[src/rtl/mips_mem_pkg.sv]
`default_nettype none

package mips_mem_pkg;

    parameter int NBITS  = 32;  // data and address width
    parameter int RNBITS = 5;   // register index width

    // access size, shared by the store path and the load filter
    typedef enum logic [1:0]
    {
        SIZE_BYTE = 2'd0,
        SIZE_HALF = 2'd1,
        SIZE_WORD = 2'd2
    } mem_size_e;

    typedef enum logic [1:0]
    {
        MEM_NONE  = 2'd0,
        MEM_LOAD  = 2'd1,
        MEM_STORE = 2'd2
    } mem_op_e;

    // write-back source, covers link writes as well
    typedef enum logic [1:0]
    {
        WB_ALU = 2'd0,
        WB_MEM = 2'd1,
        WB_PC4 = 2'd2
    } wb_src_e;

    // write-back controls, 6 bits
    typedef struct packed
    {
        wb_src_e    wb_src;
        logic       reg_write;
        mem_size_e  load_size;      // load filter size
        logic       zero_extend;
    } wb_ctrl_t;

    // item from execute, 111 bits
    typedef struct packed
    {
        logic [NBITS-1:0]   pc4;
        logic [NBITS-1:0]   alu;            // result or byte address
        logic [NBITS-1:0]   store_data;
        logic [RNBITS-1:0]  rd;
        mem_op_e            mem_op;
        mem_size_e          store_size;
        wb_ctrl_t           wb;
    } ex_mem_t;

    // item into write-back, 107 bits
    typedef struct packed
    {
        logic [NBITS-1:0]   pc4;
        logic [NBITS-1:0]   alu;
        logic [NBITS-1:0]   mem_data;       // raw RAM word, unfiltered
        logic [RNBITS-1:0]  rd;
        wb_ctrl_t           wb;
    } mem_wb_t;

endpackage

`default_nettype wire
[src/rtl/mem_stage.sv]
`timescale 1ns/1ps
`default_nettype none

module mem_stage
#(
    parameter int NBITS = mips_mem_pkg::NBITS
)
(
    input  wire                         i_clk,
    input  wire                         i_rst,
    input  wire                         i_ex_valid,
    input  wire mips_mem_pkg::ex_mem_t  i_ex,
    output logic                        o_ex_ready,
    output logic                        o_wb_cyc,
    output logic                        o_wb_stb,
    output logic                        o_wb_we,
    output logic [NBITS-3:0]            o_wb_adr,
    output logic [NBITS-1:0]            o_wb_dat,
    output logic [NBITS/8-1:0]          o_wb_sel,
    input  wire  [NBITS-1:0]            i_wb_dat,
    input  wire                         i_wb_ack,
    output logic                        o_mem_valid,
    output mips_mem_pkg::mem_wb_t       o_mem
);
    import mips_mem_pkg::*;

    typedef enum logic
    {
        IDLE = 1'b0,
        BUS  = 1'b1
    } state_e;

    state_e     state;
    logic       ready_q;
    logic       stb_q;
    ex_mem_t    item_q;
    ex_mem_t    src;
    logic       ex_fire;
    logic       ex_is_mem;
    mem_size_e  acc_size;

    assign ex_fire   = i_ex_valid && ready_q;
    assign ex_is_mem = (i_ex.mem_op != MEM_NONE);
    assign acc_size  = (i_ex.mem_op == MEM_STORE) ? i_ex.store_size : i_ex.wb.load_size;

    always_ff @(posedge i_clk)
    begin
        if (i_rst)
        begin
            state   <= IDLE;
            ready_q <= 1'b0;    // ready rises only once reset is gone
            stb_q   <= 1'b0;
        end
        else
        begin
            case (state)
                IDLE:
                begin
                    ready_q <= 1'b1;
                    if (ex_fire && ex_is_mem)
                    begin
                        state   <= BUS;
                        ready_q <= 1'b0;    // stall upstream for the bus cycle
                        stb_q   <= 1'b1;
                    end
                end
                BUS:
                begin
                    if (i_wb_ack)
                    begin
                        state   <= IDLE;
                        ready_q <= 1'b1;
                        stb_q   <= 1'b0;
                    end
                end
                default: state <= IDLE;
            endcase
        end
    end

    always_ff @(posedge i_clk)
    begin
        if (ex_fire)
            item_q <= i_ex;     // payload only
    end

    assign o_ex_ready = ready_q;

    // bus side, all taken from the latched item
    assign o_wb_cyc = (state == BUS);
    assign o_wb_stb = stb_q;
    assign o_wb_we  = o_wb_cyc && (item_q.mem_op == MEM_STORE);
    assign o_wb_adr = item_q.alu[NBITS-1:2];
    assign o_wb_dat = item_q.store_data << {item_q.alu[1:0], 3'b000};   // into its lane

    always_comb
    begin
        if (item_q.mem_op == MEM_LOAD)
            o_wb_sel = {(NBITS/8){1'b1}};   // loads read the whole word
        else
        begin
            case (item_q.store_size)
                SIZE_BYTE: o_wb_sel = {{(NBITS/8-1){1'b0}}, 1'b1} << item_q.alu[1:0];
                SIZE_HALF: o_wb_sel = {{(NBITS/8-2){1'b0}}, 2'b11} << item_q.alu[1:0];
                default:   o_wb_sel = {(NBITS/8){1'b1}};
            endcase
        end
    end

    // non-memory items pass straight through, bus items leave on ack
    assign src = (state == BUS) ? item_q : i_ex;

    always_comb
    begin
        o_mem.pc4      = src.pc4;
        o_mem.alu      = src.alu;
        o_mem.mem_data = (state == BUS) ? i_wb_dat : '0;
        o_mem.rd       = src.rd;
        o_mem.wb       = src.wb;
    end

    assign o_mem_valid = (state == BUS) ? i_wb_ack : (ex_fire && !ex_is_mem);

    a_stb_cyc: assert property (@(posedge i_clk) disable iff (i_rst)
        o_wb_stb |-> o_wb_cyc);

    a_half_align: assert property (@(posedge i_clk) disable iff (i_rst)
        (ex_fire && ex_is_mem && acc_size == SIZE_HALF) |-> !i_ex.alu[0]);

    a_word_align: assert property (@(posedge i_clk) disable iff (i_rst)
        (ex_fire && ex_is_mem && acc_size == SIZE_WORD) |-> (i_ex.alu[1:0] == 2'b00));

endmodule

`default_nettype wire

[config.mk]
export PLATFORM = sky130hd
export DESIGN_NAME = mem_stage
export DESIGN_NICKNAME = d
export VERILOG_FILES = /design/src/rtl/mips_mem_pkg.sv /design/src/rtl/mem_stage.sv
export SDC_FILE = /design/constraint.sdc
export NUM_CORES = 1
export LEC_CHECK = 0
export BUFFER_PORTS_ARGS = -buffer_cell sky130_fd_sc_hd__buf_2
export CORE_AREA = 2 2 125 127
export CTS_CLUSTER_SIZE = 24
export DETAILED_ROUTE_END_ITERATION = 12
export DIE_AREA = 0 0 127 129
export GPL_ROUTABILITY_DRIVEN = 0
export GPL_TIMING_DRIVEN = 1
export HOLD_SLACK_MARGIN = 0.02
export MAX_ROUTING_LAYER = met4
export PLACE_DENSITY = 0.69
export SYNTH_ARGS = -nofsm -noshare
export SYNTH_HDL_FRONTEND = slang
export SYNTH_SLANG_ARGS = --single-unit
[constraint.sdc]
create_clock -name i_clk -period 4.2 [get_ports i_clk]
set_input_delay 0.63 -clock i_clk [delete_from_list [all_inputs] [get_ports i_clk]]
set_output_delay 0.63 -clock i_clk [all_outputs]
set_load 0.02 [all_outputs]
# [Yosys cells after proc, flatten, opt, wreduce, memory -nomap -nowiden]
# Index checks and enable logic that the tools add are counted.
[classes] eq_ne=5 n_shift=3 n_mux=14 bitwise=1 reduce_logical=8
[op_table] op="111-bit two-way mux" count=1
[op_table] op="32-bit two-way mux" count=1
[op_table] op="32-bit by 5-bit left shift with 32-bit output" count=1
[op_table] op="4-bit one-hot mux with 2 select lines" count=1
[op_table] op="1-bit two-way mux" count=7
[op_table] op="1-bit one-hot mux with 2 select lines" count=3
[op_table] op="2-bit by 1-bit equality test with 1-bit output (second input constant)" count=2
[op_table] op="1-bit logical AND" count=4
[op_table] op="4-bit two-way mux" count=1
[op_table] op="2-bit inequality test (second input constant)" count=2
[op_table] op="1-bit by 2-bit left shift with 4-bit output (first input constant)" count=1
[op_table] op="2-bit by 2-bit left shift with 4-bit output (first input constant)" count=1
[op_table] op="2-bit equality test (second input constant)" count=1
[op_table] op="2-bit zero test" count=1
[op_table] op="2-bit AND reduction" count=1
[op_table] op="2-bit nonzero test" count=1
[op_table] op="1-bit zero test" count=1
[op_table] op="1-bit inverter" count=1
[totals] reg_bits=114 inputBits=147 output_inout_bits=178 elab_cells=44

# [Depth between registers and ports, before layout]
[logic_depth] depth_word=4 ltp_mapped=4 mapped_depth_nobuf=2

# [Worst setup path before layout]
# Ideal clock, no wire load.
[synth_timing] kind="input to register" from="input i_ex_valid" to="register item_q[0] in the netlist's numbering (enable)" setup_time_ns=0.482 arrival_ns=3.172 required_time_ns=3.718 path_slack_ns=0.545 cell_stages=1 n_path_buf=0 path_cell_list="and2_1"
[synth_between] elab_chain_cells=1
[synth_lines] item="from (decl)" line="mem_stage.sv:11" rtl="input wire i_ex_valid,"
[synth_lines] item="1-bit logical AND" line="mem_stage.sv:42" rtl="assign ex_fire = i_ex_valid && ready_q;"
[synth_lines] item="to (signal assigned)" line="mem_stage.sv:84" rtl="item_q <= i_ex;"
[synth_lines] item="to (decl)" line="mem_stage.sv:36" rtl="ex_mem_t item_q;"
# Every way passes these cells.
# A chain may end at the register's enable or synchronous reset.

==> flow_summary_export.csv <==
group,metric,value,unit
run_status,status,"finished clean",
timing,skew,0.006842,ns
route,wl,14280,um
die,die_area,16380,um^2
clock_network,tritoncts,"done",
setup_path,path_delay_family,"flip-flops",
route,routed-via-count,3972,
setup_path,setup.worst_path.start,"o_wb_cyc",
yosys,yosysWarningCount,0,
setup_path,data_arrival_time_of_the_critical_path,2.42,ns
setup_path,critPathKind,"reg2out",
placement,hpwl_after_detailed_placement,11030,um
finish,area_growth,40.50,%
min_path,min_path_type,"in2reg",
timing,setup_violations,0,
timing,final_min_period_over_clock_period,72.65,%
clock_network,clkTransAtPathRegs,0.05,ns
finish,nNetsFinal,797,
yosys,number_of_flops_mapped_to_enable_cells_by_yosys,111,
yosys,synth.cell_area,5425,um^2
timing,setup_total_negative_slack,0,ns
die,io-pin-count,325,
grt,grt_pass1_wl,20350,um
clock_network,postCtsSetupBuffers,0,
yosys,average_cell_area_after_synthesis,15.46,um^2
finish,finalCoreUtilization,50.89,%
setup_path,crit_required,3.57,ns
clock_network,cts_buffer_depth,2,
power_and_ir_drop,vdd.ir_drop.worst,0.0002549,V
timing,clock.fmax,327.7,MHz
yosys,post_synth_most_frequent_cells,"111 x sky130_fd_sc_hd__edfxtp_1, 75 x sky130_fd_sc_hd__mux2_1, 41 x sky130_fd_sc_hd__and2_1",
route,antenna_violating_nets_post_route,0,
clock_network,cts_root_buf,"sky130_fd_sc_hd__clkbuf_16",
grt,antenna_found_initial,1,
setup_path,crit_path_cell_trace,"buf_4 -> mux2_1 -> buf_2",
yosys,synth.area.top_cells,"sky130_fd_sc_hd__edfxtp_1 61%, sky130_fd_sc_hd__mux2_1 16%, sky130_fd_sc_hd__mux2i_1 5.9%",
timing,period_needed,3.051,ns
timing,rsz0062_at_grt,"no",
timing,worst_pin_slew,0.9900,ns
finish,layout-drive-gt1-share,54.15,%
setup_path,setup.worst_path.start_class,"flip-flop",
yosys,synthCells,351,
job,max_cap_violations,0,
yosys,synth_fp_nets,498,
power_and_ir_drop,pwr_density_cell,443.9,nW/um^2
clock_network,clock_latency_on_the_worst_skew_pair,0.41,ns
setup_path,cpPeakStageDelay,0.99,ns
clock_network,cts_inserted_buffers,17,
die,die_height,129,um
timing,drv_slew,0,
route,dr.first_iter.drc_count,112,
yosys,yosys.area.top_type,"sky130_fd_sc_hd__edfxtp_1",
setup_path,worst_r2r_startpoint,"o_ex_ready",
clock_network,tritoncts_num_sinks,114,
die,floorplan.initialDensity,36.22,%
yosys,yosys.cell_count.top_type,"sky130_fd_sc_hd__edfxtp_1",
grt,via_count_of_the_first_global_routing_pass,3904,
route,viasPerCell,4.662,
power_and_ir_drop,power.static_leakage,3.436,nW
route,detailedRoute.firstPassIterationCount,4,
route,drc,0,
placement,portBuffers,324,
timing,slew-limit-headroom,34.00,%
die,die_x,127,um
grt,track_usage,17.04,%
clock_network,htree_num_levels,4,
timing,final_hold_viols,0,
yosys,synth_top_cell_area_share,61.44,%
grt,grt_start_max_net_pins,87,
yosys,number_of_synthesized_register_bits,114,
power_and_ir_drop,finalPower,0.003383,W
min_path,hold_path_startpoint,"i_ex[6]",
yosys,postSynth.asyncResetShare,0,%
yosys,seq_area_frac_synth,62.55,%
setup_path,cp-end-kind,"output pin",
yosys,ys.flop_type,"sky130_fd_sc_hd__edfxtp_1",
die,rows,45,
clock_network,cts_repair_resize_count,0,
grt,globalRoute.totalOverflow,0,
setup_path,worst-path-buf-inv,2,
route,wire_per_inst,16.76,um
clock_network,holdBufCountCts,0,
die,design.core.area,14980,um^2
setup_path,worst-path-max-fanout,86,
setup_path,worst_path_max_delay_cell,"sky130_fd_sc_hd__dfxtp_4",
yosys,netlist-cell-type-count,27,
[state kept, by name, indices dropped and copies added (netlist names)]
name and flops:
item_q 81, o_wb_adr 30, o_ex_ready 1, o_wb_cyc 1, o_wb_stb 1
[final timing paths]
path	cells after the start	to	slack (ns)
setup / recovery	3	o_mem[78]	1.15
hold / removal	1	item_q[6]	0.40
hold reg to reg	2	o_wb_stb	0.58
setup reg to reg	2	item_q[36]	2.13
[power breakdown]
part | leakage (nW) | switching (W) | total [W] | internal, W
logic | 2.07 | 0.000270 | 0.000451 | 0.000180
registers | 1.06 | 0.0000352 | 0.00135 | 0.00131
clock network | 0.309 | 0.000476 | 0.00158 | 0.00111
total | 3.44 | 0.000782 | 0.00338 | 0.00260
[logic make-up (layout without fill, tap and decap cells)]
logic type / after synthesis / in the layout / share of synthesized area [%]
AO/OA/AOI/OAI: 15 / 15 / 2.283
flip-flops: 114 / 114 / 62.55
multiplexers: 107 / 107 / 21.47
other: 0 / 1 / 0
buffers and inverters: 51 / 363 / 6.688
AND/OR/NAND/NOR: 64 / 64 / 7.011
[layout make-up]
cell class | count | area, um^2
diodes | 1 | 2.502
clock inverters | 11 | 209.0
inverters | 2 | 7.507
well taps | 188 | 235.2
flip-flops and latches | 114 | 3397
clock buffers | 21 | 440.4
repair buffers | 329 | 1659
fillers | 1340 | 7355
multi-input cells | 186 | 1672
[placed cells by master (no fill, tap or decap), drive strengths merged, types with 2 or more instances in the layout]
cell	Yosys	final
clkbuf	3	21
nor2	11	11
mux2	75	75
bufinv	0	6
clkinv	0	3
buf	46	329
inv	2	2
nand2b	2	2
nor2b	3	3
dfxtp	3	3
edfxtp	111	111
and2	41	41
clkinvlp	0	2
mux2i	32	32
o2bb2ai	9	9
and3b	2	2
[stage by stage]
stage | hold WS [ns] | setup slack, ns | cells | instance area [um^2]
6_report | 0.4006 | 1.149 | 852 | 7622
3_5_place_dp | 0.5765 | 1.575 | 819 | 6970
5_1_grt | 0.3763 | 1.013 | 852 | 7622
2_1_floorplan | 0.5988 | 0.5454 | 351 | 5425
3_3_place_gp | 0.5651 | 1.648 | 819 | 6970
4_1_cts | 0.3734 | 1.120 | 851 | 7620
[layer usage]
layer / routed length [um] / GRT usage, %
met5: 0 / -
met4: 206 / 5.688
met3: 955 / 5.696
met2: 7801 / 30.87
met1: 5317 / 17.35
Note: power is estimated with default switching activity, not from simulation.
