[src/rtl/mips_mem_pkg.sv]
`default_nettype none

package mips_mem_pkg;

    parameter int NBITS  = 32;  // data and address width
    parameter int RNBITS = 5;   // register index width

    // access size, shared by the store path and the load filter
    typedef enum logic [1:0]
    {
        SIZE_BYTE = 2'd0,
        SIZE_HALF = 2'd1,
        SIZE_WORD = 2'd2
    } mem_size_e;

    typedef enum logic [1:0]
    {
        MEM_NONE  = 2'd0,
        MEM_LOAD  = 2'd1,
        MEM_STORE = 2'd2
    } mem_op_e;

    // write-back source, covers link writes as well
    typedef enum logic [1:0]
    {
        WB_ALU = 2'd0,
        WB_MEM = 2'd1,
        WB_PC4 = 2'd2
    } wb_src_e;

    // write-back controls, 6 bits
    typedef struct packed
    {
        wb_src_e    wb_src;
        logic       reg_write;
        mem_size_e  load_size;      // load filter size
        logic       zero_extend;
    } wb_ctrl_t;

    // item from execute, 111 bits
    typedef struct packed
    {
        logic [NBITS-1:0]   pc4;
        logic [NBITS-1:0]   alu;            // result or byte address
        logic [NBITS-1:0]   store_data;
        logic [RNBITS-1:0]  rd;
        mem_op_e            mem_op;
        mem_size_e          store_size;
        wb_ctrl_t           wb;
    } ex_mem_t;

    // item into write-back, 107 bits
    typedef struct packed
    {
        logic [NBITS-1:0]   pc4;
        logic [NBITS-1:0]   alu;
        logic [NBITS-1:0]   mem_data;       // raw RAM word, unfiltered
        logic [RNBITS-1:0]  rd;
        wb_ctrl_t           wb;
    } mem_wb_t;

endpackage

`default_nettype wire
[src/rtl/wb_stage.sv]
`timescale 1ns/1ps
`default_nettype none

module wb_stage
#(
    parameter int NBITS = mips_mem_pkg::NBITS
)
(
    input  wire                                 i_valid,
    input  wire mips_mem_pkg::mem_wb_t          i_item,
    output logic                                o_rf_we,
    output logic [mips_mem_pkg::RNBITS-1:0]     o_rf_addr,
    output logic [NBITS-1:0]                    o_rf_data
);
    import mips_mem_pkg::*;

    logic [NBITS-1:0]   lane;
    logic [7:0]         byte_v;
    logic [15:0]        half_v;
    logic               sgn_b;
    logic               sgn_h;
    logic [NBITS-1:0]   load_val;

    // bring the addressed byte or half down to bit 0, little endian
    assign lane   = i_item.mem_data >> {i_item.alu[1:0], 3'b000};
    assign byte_v = lane[7:0];
    assign half_v = lane[15:0];

    assign sgn_b = byte_v[7] && !i_item.wb.zero_extend;
    assign sgn_h = half_v[15] && !i_item.wb.zero_extend;

    always_comb
    begin
        case (i_item.wb.load_size)
            SIZE_BYTE: load_val = {{(NBITS-8){sgn_b}}, byte_v};
            SIZE_HALF: load_val = {{(NBITS-16){sgn_h}}, half_v};
            default:   load_val = i_item.mem_data;
        endcase
    end

    always_comb
    begin
        case (i_item.wb.wb_src)
            WB_MEM:  o_rf_data = load_val;
            WB_PC4:  o_rf_data = i_item.pc4;    // link
            default: o_rf_data = i_item.alu;
        endcase
    end

    // r0 is hardwired, never written
    assign o_rf_we   = i_valid && i_item.wb.reg_write && (i_item.rd != '0);
    assign o_rf_addr = i_item.rd;

endmodule

`default_nettype wire

[config.mk]
export PLATFORM = sky130hd
export DESIGN_NAME = wb_stage
export DESIGN_NICKNAME = d
export VERILOG_FILES = /design/src/rtl/mips_mem_pkg.sv /design/src/rtl/wb_stage.sv
export SDC_FILE = /design/constraint.sdc
export NUM_CORES = 1
export LEC_CHECK = 0
export ABC_AREA = 1
export BUFFER_PORTS_ARGS = -buffer_cell sky130_fd_sc_hd__buf_4
export CAP_MARGIN = 20
export CORE_MARGIN = 2
export CORE_UTILIZATION = 40
export DETAILED_ROUTE_END_ITERATION = 10
export PLACE_DENSITY_LB_ADDON = 0.12
export REMOVE_ABC_BUFFERS = 1
export SYNTH_ARGS = -nofsm -noshare
export SYNTH_HDL_FRONTEND = slang
export SYNTH_SLANG_ARGS = --single-unit
[constraint.sdc]
create_clock -name vclk -period 1.4
set_input_delay 0.14 -clock vclk [all_inputs]
set_output_delay 0.14 -clock vclk [all_outputs]
set_load 0.03 [all_outputs]
* After elaboration in Yosys (flattened, before gate mapping)
Index checks and enable logic that the tools add are counted.
Word-level totals: register bits after elaboration 0, latch bits 0, bits in writable memories 0, ROM bits 0, input bits 108, output and inout bits 38, word-level logic and storage cells 13, memories 0
Cells by class: $add $sub $neg 0, multipliers 0, div/mod/pow operators 0, magnitude comparators 0, equality and inequality tests 3, shift operators 1, mux-type cells 2, bitwise operators 0, reductions and logical operators 7
Operators by type and width (number):
- 32-bit case mux with 2 select lines | 2
- 32-bit by 5-bit right shift with 16-bit output | 1
- 5-bit nonzero test | 1
- 2-bit by 1-bit == test with 1-bit output, second input constant | 2
- 1-bit logical AND | 4
- 2-bit == test, second input constant | 1
- 2-bit zero test | 1
- 1-bit zero test | 1

* Longest topological paths before layout
Gate-level depths: netlist (run 1).
depth after elaboration 4, mapped depth 11, gate-level depth less buffers 9

* Worst setup path after synthesis (run 1)
Ideal clock, no wire load.
kind input to output, from in i_item[4] in the netlist's numbering, to out o_rf_data[0], data arrival time 1511 ps, data required time 1260 ps, setup slack -251 ps, cell stages on the path 7, buffers on the path 2, path through inv_1 > ha_1 > clkbuf_1 > inv_1 > clkbuf_1 > nor2_1 > a21oi_1
On the way: longest elaborated chain between the ends 2, elaborated cells on any way between the ends 3, those cells by class 2 x eq/ne; 1 x mux
Ends and longest elaborated chain:
- start, declared | RTL line wb_stage.sv:10 | input wire mips_mem_pkg::mem_wb_t i_item,
- 2-bit == test / 2-bit by 1-bit == test with 1-bit output (equally long branches) | RTL line wb_stage.sv:43 | case (i_item.wb.wb_src)
- 32-bit case mux with 2 select lines (*) | RTL line wb_stage.sv:43
- end, declared | RTL line wb_stage.sv:13 | output logic [NBITS-1:0] o_rf_data
Every way passes the cells marked *; elsewhere a longest branch is shown, timed or not.

* Worst setup path after layout (run 1)
from in i_item[44] in the netlist's numbering, to out o_rf_data[5]
On the way: longest elaborated chain between the ends 3
Ends and longest elaborated chain:
- 32-bit by 5-bit right shift with 16-bit output | RTL line wb_stage.sv:25 | assign lane = i_item.mem_data >> {i_item.alu[1:0], 3'b000};
- 32-bit case mux with 2 select lines | RTL line wb_stage.sv:34 | case (i_item.wb.load_size)
- 32-bit case mux with 2 select lines | RTL line wb_stage.sv:43
No other way between the ends.

==> results of run 1 <==
## cell usage in the layout (no fill, tap or decap), types with 2 or more instances in the layout
master	Yosys	final
a21oi_1	77	62
a21oi_2	10	25
nand2_8	0	2
nor2_1	43	41
nor2_2	1	2
nand3_1	24	21
inv_1	31	26
inv_4	0	3
o21ai_0	16	9
nand2_4	1	2
o21ai_1	0	7
inv_2	1	2
buf_6	0	28
buf_12	0	5
o211ai_1	8	8
buf_4	9	136
nand2_2	1	13
nand3_2	2	5
clkbuf_16	0	2
nand2_1	78	64
## stage by stage
step	power (W)	TNS (ns)	hold slack, ns	cells	cell area (sq um)
floorplan	0.000674	-19.33	0.280	299	1430
global placement	0.00131	-1.54	0.506	517	2810
detailed placement	0.00133	-2.60	0.508	517	2810
CTS	0.00137	0	0.508	520	2890
global route	0.00168	-2.71	0.516	522	3190
finish	0.00158	-0.908	0.507	522	3190
## metal layers
metal / routed length (um) / GRT usage (%) / vias to the layer above
met3: 1040 / 4.39 / 29
met5: 0 / 0 / -
met4: 267 / 9.18 / 0
met1: 2760 / 32.3 / 1309
met2: 4190 / 57.8 / 227
li1: - / - / 1374
## power groups by stage
stage               logic [W]  registers, W  clock network, W
global route          0.00168             0                 0
detailed placement    0.00133             0                 0
finish                0.00158             0                 0
global placement      0.00131             0                 0
floorplan            0.000674             0                 0
CTS                   0.00137             0                 0
## repair_timing
item	4_1_cts	5_1_grt
gates resized for setup	14	76
setup endpoints to repair	26	32
buffers inserted	0	1
gates cloned	3	2
pin swaps	3	14
## kinds of logic (layout without fill, tap and decap cells)
family / after synthesis / count (layout) / synth area share (%)
AOI/OAI and AO/OA: 111 / 111 / 38.6
adders and majority gates: 2 / 2 / 1.57
and+or+nand+nor: 154 / 155 / 42.0
buffers and inverters: 62 / 206 / 17.9
## worst max path at each step
stage / slack [ns] / cells after the start / to / start
2_1_floorplan: -0.65 / 5 / o_rf_data[0] / i_item[4]
3_3_place_gp: -0.10 / 11 / o_rf_data[29] / i_item[43]
3_5_place_dp: -0.13 / 11 / o_rf_data[29] / i_item[43]
4_1_cts: 0.006 / 7 / o_rf_data[21] / i_item[4]
5_1_grt: -0.15 / 11 / o_rf_data[20] / i_item[43]
6_report: -0.13 / 9 / o_rf_data[5] / i_item[44]
## synth_stat cells (2+ instances only)
| master | count | area share [%] |
|---|---|---|
| o211ai_1 | 8 | 3.8 |
| clkbuf_1 | 14 | 3.3 |
| buf_4 | 9 | 4.2 |
| ha_1 | 2 | 1.6 |
| inv_1 | 31 | 7.3 |
| o21ai_0 | 16 | 5.0 |
| buf_2 | 5 | 1.6 |
| nand2_1 | 78 | 18 |
| nor2_1 | 43 | 10 |
| a21oi_1 | 77 | 24 |
| nand3_1 | 24 | 7.6 |
| nand3_2 | 2 | 1.3 |
| a21oi_2 | 10 | 5.5 |
## cell type report
class / count / area, sq um / area share (%)
Timing Repair Buffer: 173 / 1510 / 47.3
Multi-Input combinational cell: 268 / 1490 / 46.6
Inverter: 32 / 131 / 4.12
Tap cell: 48 / 60.1 / 1.88
Timing Repair inverter: 1 / 5.00 / 0.157
## critical path: cells and delay by family
family	cells	cell delay, ns
buffers and inverters	4	0.59
AO/OA/AOI/OAI	3	0.51
AND/OR/NAND/NOR	2	0.15
==> impl_metrics.tcl, run 1 <==
set metrics [dict create \
    status "finished with violations" \
    violations "setup timing" \
    place_ws_ns -0.126 \
    initial_core_util_pct 42.5 \
    drt-vias-per-instance 5.63 \
    clockPowerShare_pct 0 \
    postCtsHoldBufs 0 \
    end_kind "output pin" \
    cp-start-kind "primary input" \
    wl_um 8250 \
    worst_path_max_delay_cell "a21oi_1" \
    worst_hold_path.endpoint "o_rf_addr[3]" \
    drtPass1Iterations 5 \
    peakVddDrop_uv 322 \
    grt_pass1_wl_um 10800 \
    cp_max_fo 8 \
    synth_cell_types 23 \
    fp.dieH_um 67.1 \
    leakagePower_nw 1.63 \
    synth_area_sq_mm 0.00159 \
    drcViolationCount 0 \
    row_count 22 \
    drive_gt1_share_pct 49.6 \
    worst_slack_ns -0.129 \
    n_clock_buffer 0 \
    grt_max_degree 33 \
    worstMarginPinSlew_ns 0.284 \
    finalCritPeriodShare_pct 109 \
    ios 146 \
    powerDensity_mw_per_mm2 496 \
    max_freq_ghz 0.654 \
    max_stage_delay_ns 0.22 \
    fp.coreArea_sq_mm 0.00374 \
    maxSlewHeadroom_pct 81.0 \
    num_antenna_cells 0 \
    p_int_w 0.000717 \
    cap_violations 0 \
    hp-start "i_item[9]" \
    grt_pass1_vias 2609 \
    worstHoldPathCells 2 \
    dp_hpwl_um 5320 \
    period_needed_ns 1.53 \
    seq_cells 0 \
    netlist_instances 329 \
    num-nets-final 586 \
    gr-total-overflow 0 \
    grt_usage_pct 29.8 \
    cp_cell_sequence "buf_4, inv_1, buf_6, a21oi_1, o21ai_0, nand3_1, nand2_1, a21oi_1, buf_4" \
    rsz0062_at_grt "yes" \
    portBuffers 146 \
    hold_violations 0 \
    fin_util_pct 85.2 \
    setup_viol 25 \
    grt_antenna_before_repair 0 \
    hold_path.class "in2out" \
    finalMaxSlewViolations 0 \
    switching_power_w 0.000865 \
    ys_warn_count 0 \
    critical_path_required_ns 1.26 \
    ff_latch_area_sq_um 0 \
    ys_seq_area_share_pct 0 \
    routedWlPerCell_um 15.8 \
    pwr-share-seq_pct 0 \
    dieArea_sq_mm 0.00450 \
    drtIter0Drc 185 \
    criticalPathCategory "in2out" \
    combPwrFrac_pct 100.0 \
    vias 2939 \
    fillCellCount 242 \
    synth_area_per_cell_sq_um 4.83 \
    gp_congestion 0.900 \
    die_width_um 67.1 \
    p_sw_share_pct 54.7 \
    area_growth_syn_to_layout_pct 100 \
    drtAntennaViolNets 0 \
    worstPathArrival_ns 1.39 \
]
(Power assumes the default switching activity.)
==> run 2: changes to the inputs <==
SKIP_LAST_GASP = 1   (was default)
TNS_END_PERCENT = 10   (was default)
==> run 2 against run 1 <==
  * The flow still finishes with violations (setup timing)
  * Largest cell class is now multi-input combinational cells
  * Combinational power shrank 11%
  * Via count shrank 4.6%
  * Setup slack gained 0.045 ns
  * First-iteration DRC count shrank 45%
  * Hold slack is essentially flat
  * Total power shrank 11%
==> impl_metrics.tcl, run 2 (synthesis gave the netlist of run 1 again) <==
set metrics [dict create \
    status "finished with violations" \
    violations "setup timing" \
    max_stage_delay_ns 0.17 \
    maxSlewHeadroom_pct 84.1 \
    p_int_w 0.000628 \
    drive_gt1_share_pct 43.2 \
    stdcell_count 520 \
    grt_antenna_before_repair 0 \
    finalCritPeriodShare_pct 106 \
    cp_top_family "simple AND/OR/NAND/NOR gates" \
    crit_top_cell "nand2_1" \
    drtPass1Iterations 5 \
    clockPowerShare_pct 0 \
    hp-start "i_item[9]" \
    worstPathArrival_ns 1.34 \
    initial_core_util_pct 42.5 \
    p_sw_share_pct 55.5 \
    cp_max_fo 8 \
    postCtsHoldBufs 0 \
    final_common_cell "buf_4" \
    dp_hpwl_um 5320 \
    worstHoldPathCells 2 \
    dieArea_sq_mm 0.00450 \
    worst_hold_path.endpoint "o_rf_addr[3]" \
    period_needed_ns 1.48 \
    hold_path.class "in2out" \
    worst_slack_ns -0.0843 \
    worst_path_max_delay_cell "buf_4" \
    fp.coreArea_sq_mm 0.00374 \
    row_count 22 \
    final.setup.tns_ns -1.06 \
    combPwrFrac_pct 100.0 \
    gr-total-overflow 0 \
    grt_usage_pct 29.7 \
    fp.dieH_um 67.1 \
    rsz0062_at_grt "yes" \
    max_freq_ghz 0.674 \
    drcViolationCount 0 \
    grt_pass1_wl_um 10800 \
    critical_path_required_ns 1.26 \
    cap_violations 0 \
    seq_cells 0 \
    switching_power_w 0.000781 \
    vias 2805 \
    cp_cell_sequence "buf_12, buf_8, nor2_4, nor2_1, nand2_1, nand2_2, nand3b_4, nand2_8, nand2_1, a21oi_2, buf_4" \
    leakagePower_nw 1.56 \
    powerDensity_mw_per_mm2 477 \
    finalMaxSlewViolations 0 \
    n_clock_buffer 0 \
    ios 146 \
    setup_viol 19 \
    pwr-share-seq_pct 0 \
    drtIter0Drc 101 \
    end_kind "output pin" \
    area_growth_syn_to_layout_pct 85.8 \
    die_width_um 67.1 \
    grt_max_degree 33 \
    hold_violations 0 \
    crit_buf_inv 3 \
    gp_congestion 0.900 \
    drt-vias-per-instance 5.39 \
    drtAntennaViolNets 0 \
    dpl.cell_count 517 \
    peakVddDrop_uv 353 \
    ff_latch_area_sq_um 0 \
    num_antenna_cells 0 \
    num-nets-final 584 \
    most-common-layout-cells "buf_4, a21oi_1, nand2_1, nor2_1, inv_1" \
    worstMarginPinSlew_ns 0.239 \
    routedWlPerCell_um 13.4 \
    wl_um 6980 \
    cp-start-kind "primary input" \
    grt_pass1_vias 2627 \
    criticalPathCategory "in2out" \
    portBuffers 146 \
]
-- run 2: metal layers --
metal	GRT usage (%)	wire length, um	vias up
met5	0	0	-
met4	10.7	105	0
met3	4.56	740	13
met2	56.8	3620	159
met1	32.2	2510	1262
li1	-	-	1371
-- run 2: layout make-up --
class	instances	area, sq um
Timing Repair inverter	1	5.00
Tap cell	48	60.1
Fill cell	310	790
Timing Repair Buffer	171	1380
Inverter	32	126
Multi-Input combinational cell	268	1390
-- run 2: worst max path at each step --
stage               start            end  slack [ns]  depth (start not counted)
3_3_place_gp   i_item[43]  o_rf_data[29]       -0.10                         11
4_1_cts        i_item[43]  o_rf_data[17]      -0.006                         11
2_1_floorplan   i_item[4]   o_rf_data[0]       -0.65                          5
6_report       i_item[43]  o_rf_data[22]       -0.08                         11
5_1_grt        i_item[43]  o_rf_data[21]       -0.15                         11
3_5_place_dp   i_item[43]  o_rf_data[29]       -0.13                         11
-- run 2: power groups by stage --
| stage | clock, W | combinational [W] | sequential, W |
|---|---|---|---|
| detailed placement | 0 | 0.00133 | 0 |
| global placement | 0 | 0.00131 | 0 |
| global route | 0 | 0.00151 | 0 |
| finish | 0 | 0.00141 | 0 |
| CTS | 0 | 0.00136 | 0 |
| floorplan | 0 | 0.000674 | 0 |
-- run 2: repair_timing --
item,4_1_cts,5_1_grt
hold endpoints to repair,0,0
endpoints found under the setup margin,26,32
gates cloned,3,0
buffers inserted,0,0
resized for setup,11,19
pin swaps,3,8
-- run 2: stage by stage --
step                      util [%]  total power (W)  cell area, sq um  hold WS, ns  worst slack [ns]
after floorplan                  -         0.000674              1430        0.280            -0.653
after global placement        75.1          0.00131              2810        0.506            -0.105
after detailed placement      75.1          0.00133              2810        0.508            -0.126
after CTS                     76.9          0.00136              2880        0.508          -0.00644
after global routing          78.9          0.00151              2950        0.516            -0.151
final                         78.9          0.00141              2950        0.507           -0.0843
==> run 3: changes to the inputs <==
BUFFER_PORTS_ARGS = default   (was -buffer_cell sky130_fd_sc_hd__buf_4)
CORE_UTILIZATION = 50   (was 40)
DONT_BUFFER_PORTS = 1   (was default)
PLACE_DENSITY = 0.65   (was default)
PLACE_DENSITY_LB_ADDON = default   (was 0.12)
==> run 3 against run 2 <==
  * The flow now finishes without violations
  * Utilization shrank 15 points
  * Critical endpoint unchanged
  * Routed wire length decreased by 20%
  * Largest power group unchanged
  * Count of clock-buffer cells in the layout did not move
  * Combinational power is 26% lower
  * Non-clock buffer count fell by 125
  * First-iteration DRC count rose by 21%
  * Sequential cell count unchanged
  * Cell area down 34%
  * Largest cell class unchanged
  * Sequential share of layout area unchanged
==> impl_metrics.tcl, run 3 (synthesis gave the netlist of run 1 again) <==
set metrics [dict create \
    fp.dieH_um 60.4 \
    leakagePower_nw 0.921 \
    row_count 20 \
    hold_path.class "in2out" \
    drt-vias-per-instance 5.83 \
    multi_input_area_sq_mm 0.00136 \
    rsz0062_at_grt "yes" \
    hold-worst-slack_ns 0.280 \
    drcViolationCount 0 \
    dieArea_sq_mm 0.00365 \
    powerDensity_mw_per_mm2 534 \
    drive_gt1_share_pct 22.6 \
    drtPass1Iterations 4 \
    num-nets-final 457 \
    initial_core_util_pct 52.5 \
    hp-start "i_item[9]" \
    vias 2269 \
    drtIter0Drc 122 \
    grt_usage_pct 27.9 \
    cap_violations 0 \
    crit_top_cell "nand2_2" \
    dp_hpwl_um 4170 \
    most-common-layout-cells "nand2_1, a21oi_1, nor2_1, buf_4, inv_1" \
    grt_pass1_vias 1994 \
    cp-start-kind "primary input" \
    finalMaxSlewViolations 0 \
    fin_util_pct 64.0 \
    grt_antenna_before_repair 0 \
    worstHoldPathCells 0 \
    setup_viol 0 \
    fillCellCount 311 \
    seq_cells 0 \
    worstMarginPinSlew_ns 0.339 \
    peakVddDrop_uv 315 \
    ios 146 \
    worstPathArrival_ns 1.21 \
    max_freq_ghz 0.743 \
    maxSlewHeadroom_pct 77.4 \
    period_needed_ns 1.35 \
    grt_max_degree 33 \
    critical_path_required_ns 1.26 \
    routedWlPerCell_um 14.3 \
    final.setup.tns_ns 0 \
    worst_hold_path.endpoint "o_rf_addr[3]" \
    status "finished clean" \
    gp_congestion 0.846 \
    die_width_um 60.4 \
    worst_path_max_delay_cell "clkinvlp_4" \
    fp.coreArea_sq_mm 0.00303 \
    drtAntennaViolNets 0 \
    finalCritPeriodShare_pct 96.1 \
    grt_pass1_wl_um 8220 \
    wl_um 5560 \
    hold_violations 0 \
    area_growth_syn_to_layout_pct 22.0 \
    crit_path_start "i_item[43]" \
    cp_max_fo 30 \
    postCtsHoldBufs 0 \
    n_clock_buffer 0 \
    criticalPathCategory "in2out" \
    end_kind "output pin" \
    cp_cell_sequence "clkinvlp_4, nand2_2, nand3_2, nand3_4, nand2_2, inv_2, nand2_8, nand2_1, a21oi_2, buf_4" \
    gr-total-overflow 0 \
    portBuffers 0 \
    num_antenna_cells 0 \
    ff_latch_area_sq_um 0 \
    max_stage_delay_ns 0.17 \
]
run 3: power by group:
part / leakage [nW] / internal, W / switching, W
clock: 0 / 0 / 0
combinational: 0.921 / 0.000396 / 0.000640
sequential: 0 / 0 / 0
run 3: stage by stage:
step	instances	setup WS [ns]	cell area, sq um	total power (W)
floorplan	299	-0.653	1430	0.000674
global placement	388	0.0836	1860	0.000978
detailed placement	388	0.0339	1860	0.000997
CTS	388	0.0286	1860	0.000998
global route	389	-0.0536	1940	0.00112
finish	389	0.0540	1940	0.00104
run 3: area by class of cell:
class	count	area share (%)
Timing Repair Buffer	46	20.6
Inverter	32	6.58
Multi-Input combinational cell	267	70.0
Tap cell	44	2.84
run 3: metal layers:
layer  global-route usage [%]  vias to the layer above  wire length (um)
li1                         -                     1109                 -
met1                     33.8                     1031              2100
met2                     50.5                      124              2780
met3                     4.48                        5               637
met4                     7.94                        0                47
met5                        0                        -                 0
run 3: worst max-delay path: cells and delay by family:
kind	cells	cell delay (ns)
AO/OA/AOI/OAI	1	0.06
buffers and inverters	3	0.43
AND/OR/NAND/NOR	6	0.57
run 3: worst max-delay path by stage:
| stage | endpoint | cells past startpoint |
|---|---|---|
| floorplan | o_rf_data[0] | 5 |
| global placement | o_rf_data[20] | 10 |
| detailed placement | o_rf_data[25] | 10 |
| CTS | o_rf_data[30] | 10 |
| global route | o_rf_data[14] | 10 |
| finish | o_rf_data[22] | 10 |
run 3: what timing repair did:
item / in CTS / in global routing
buffers inserted: 0 / 0
setup endpoints to repair: 0 / 26
resized for setup: 0 / 22
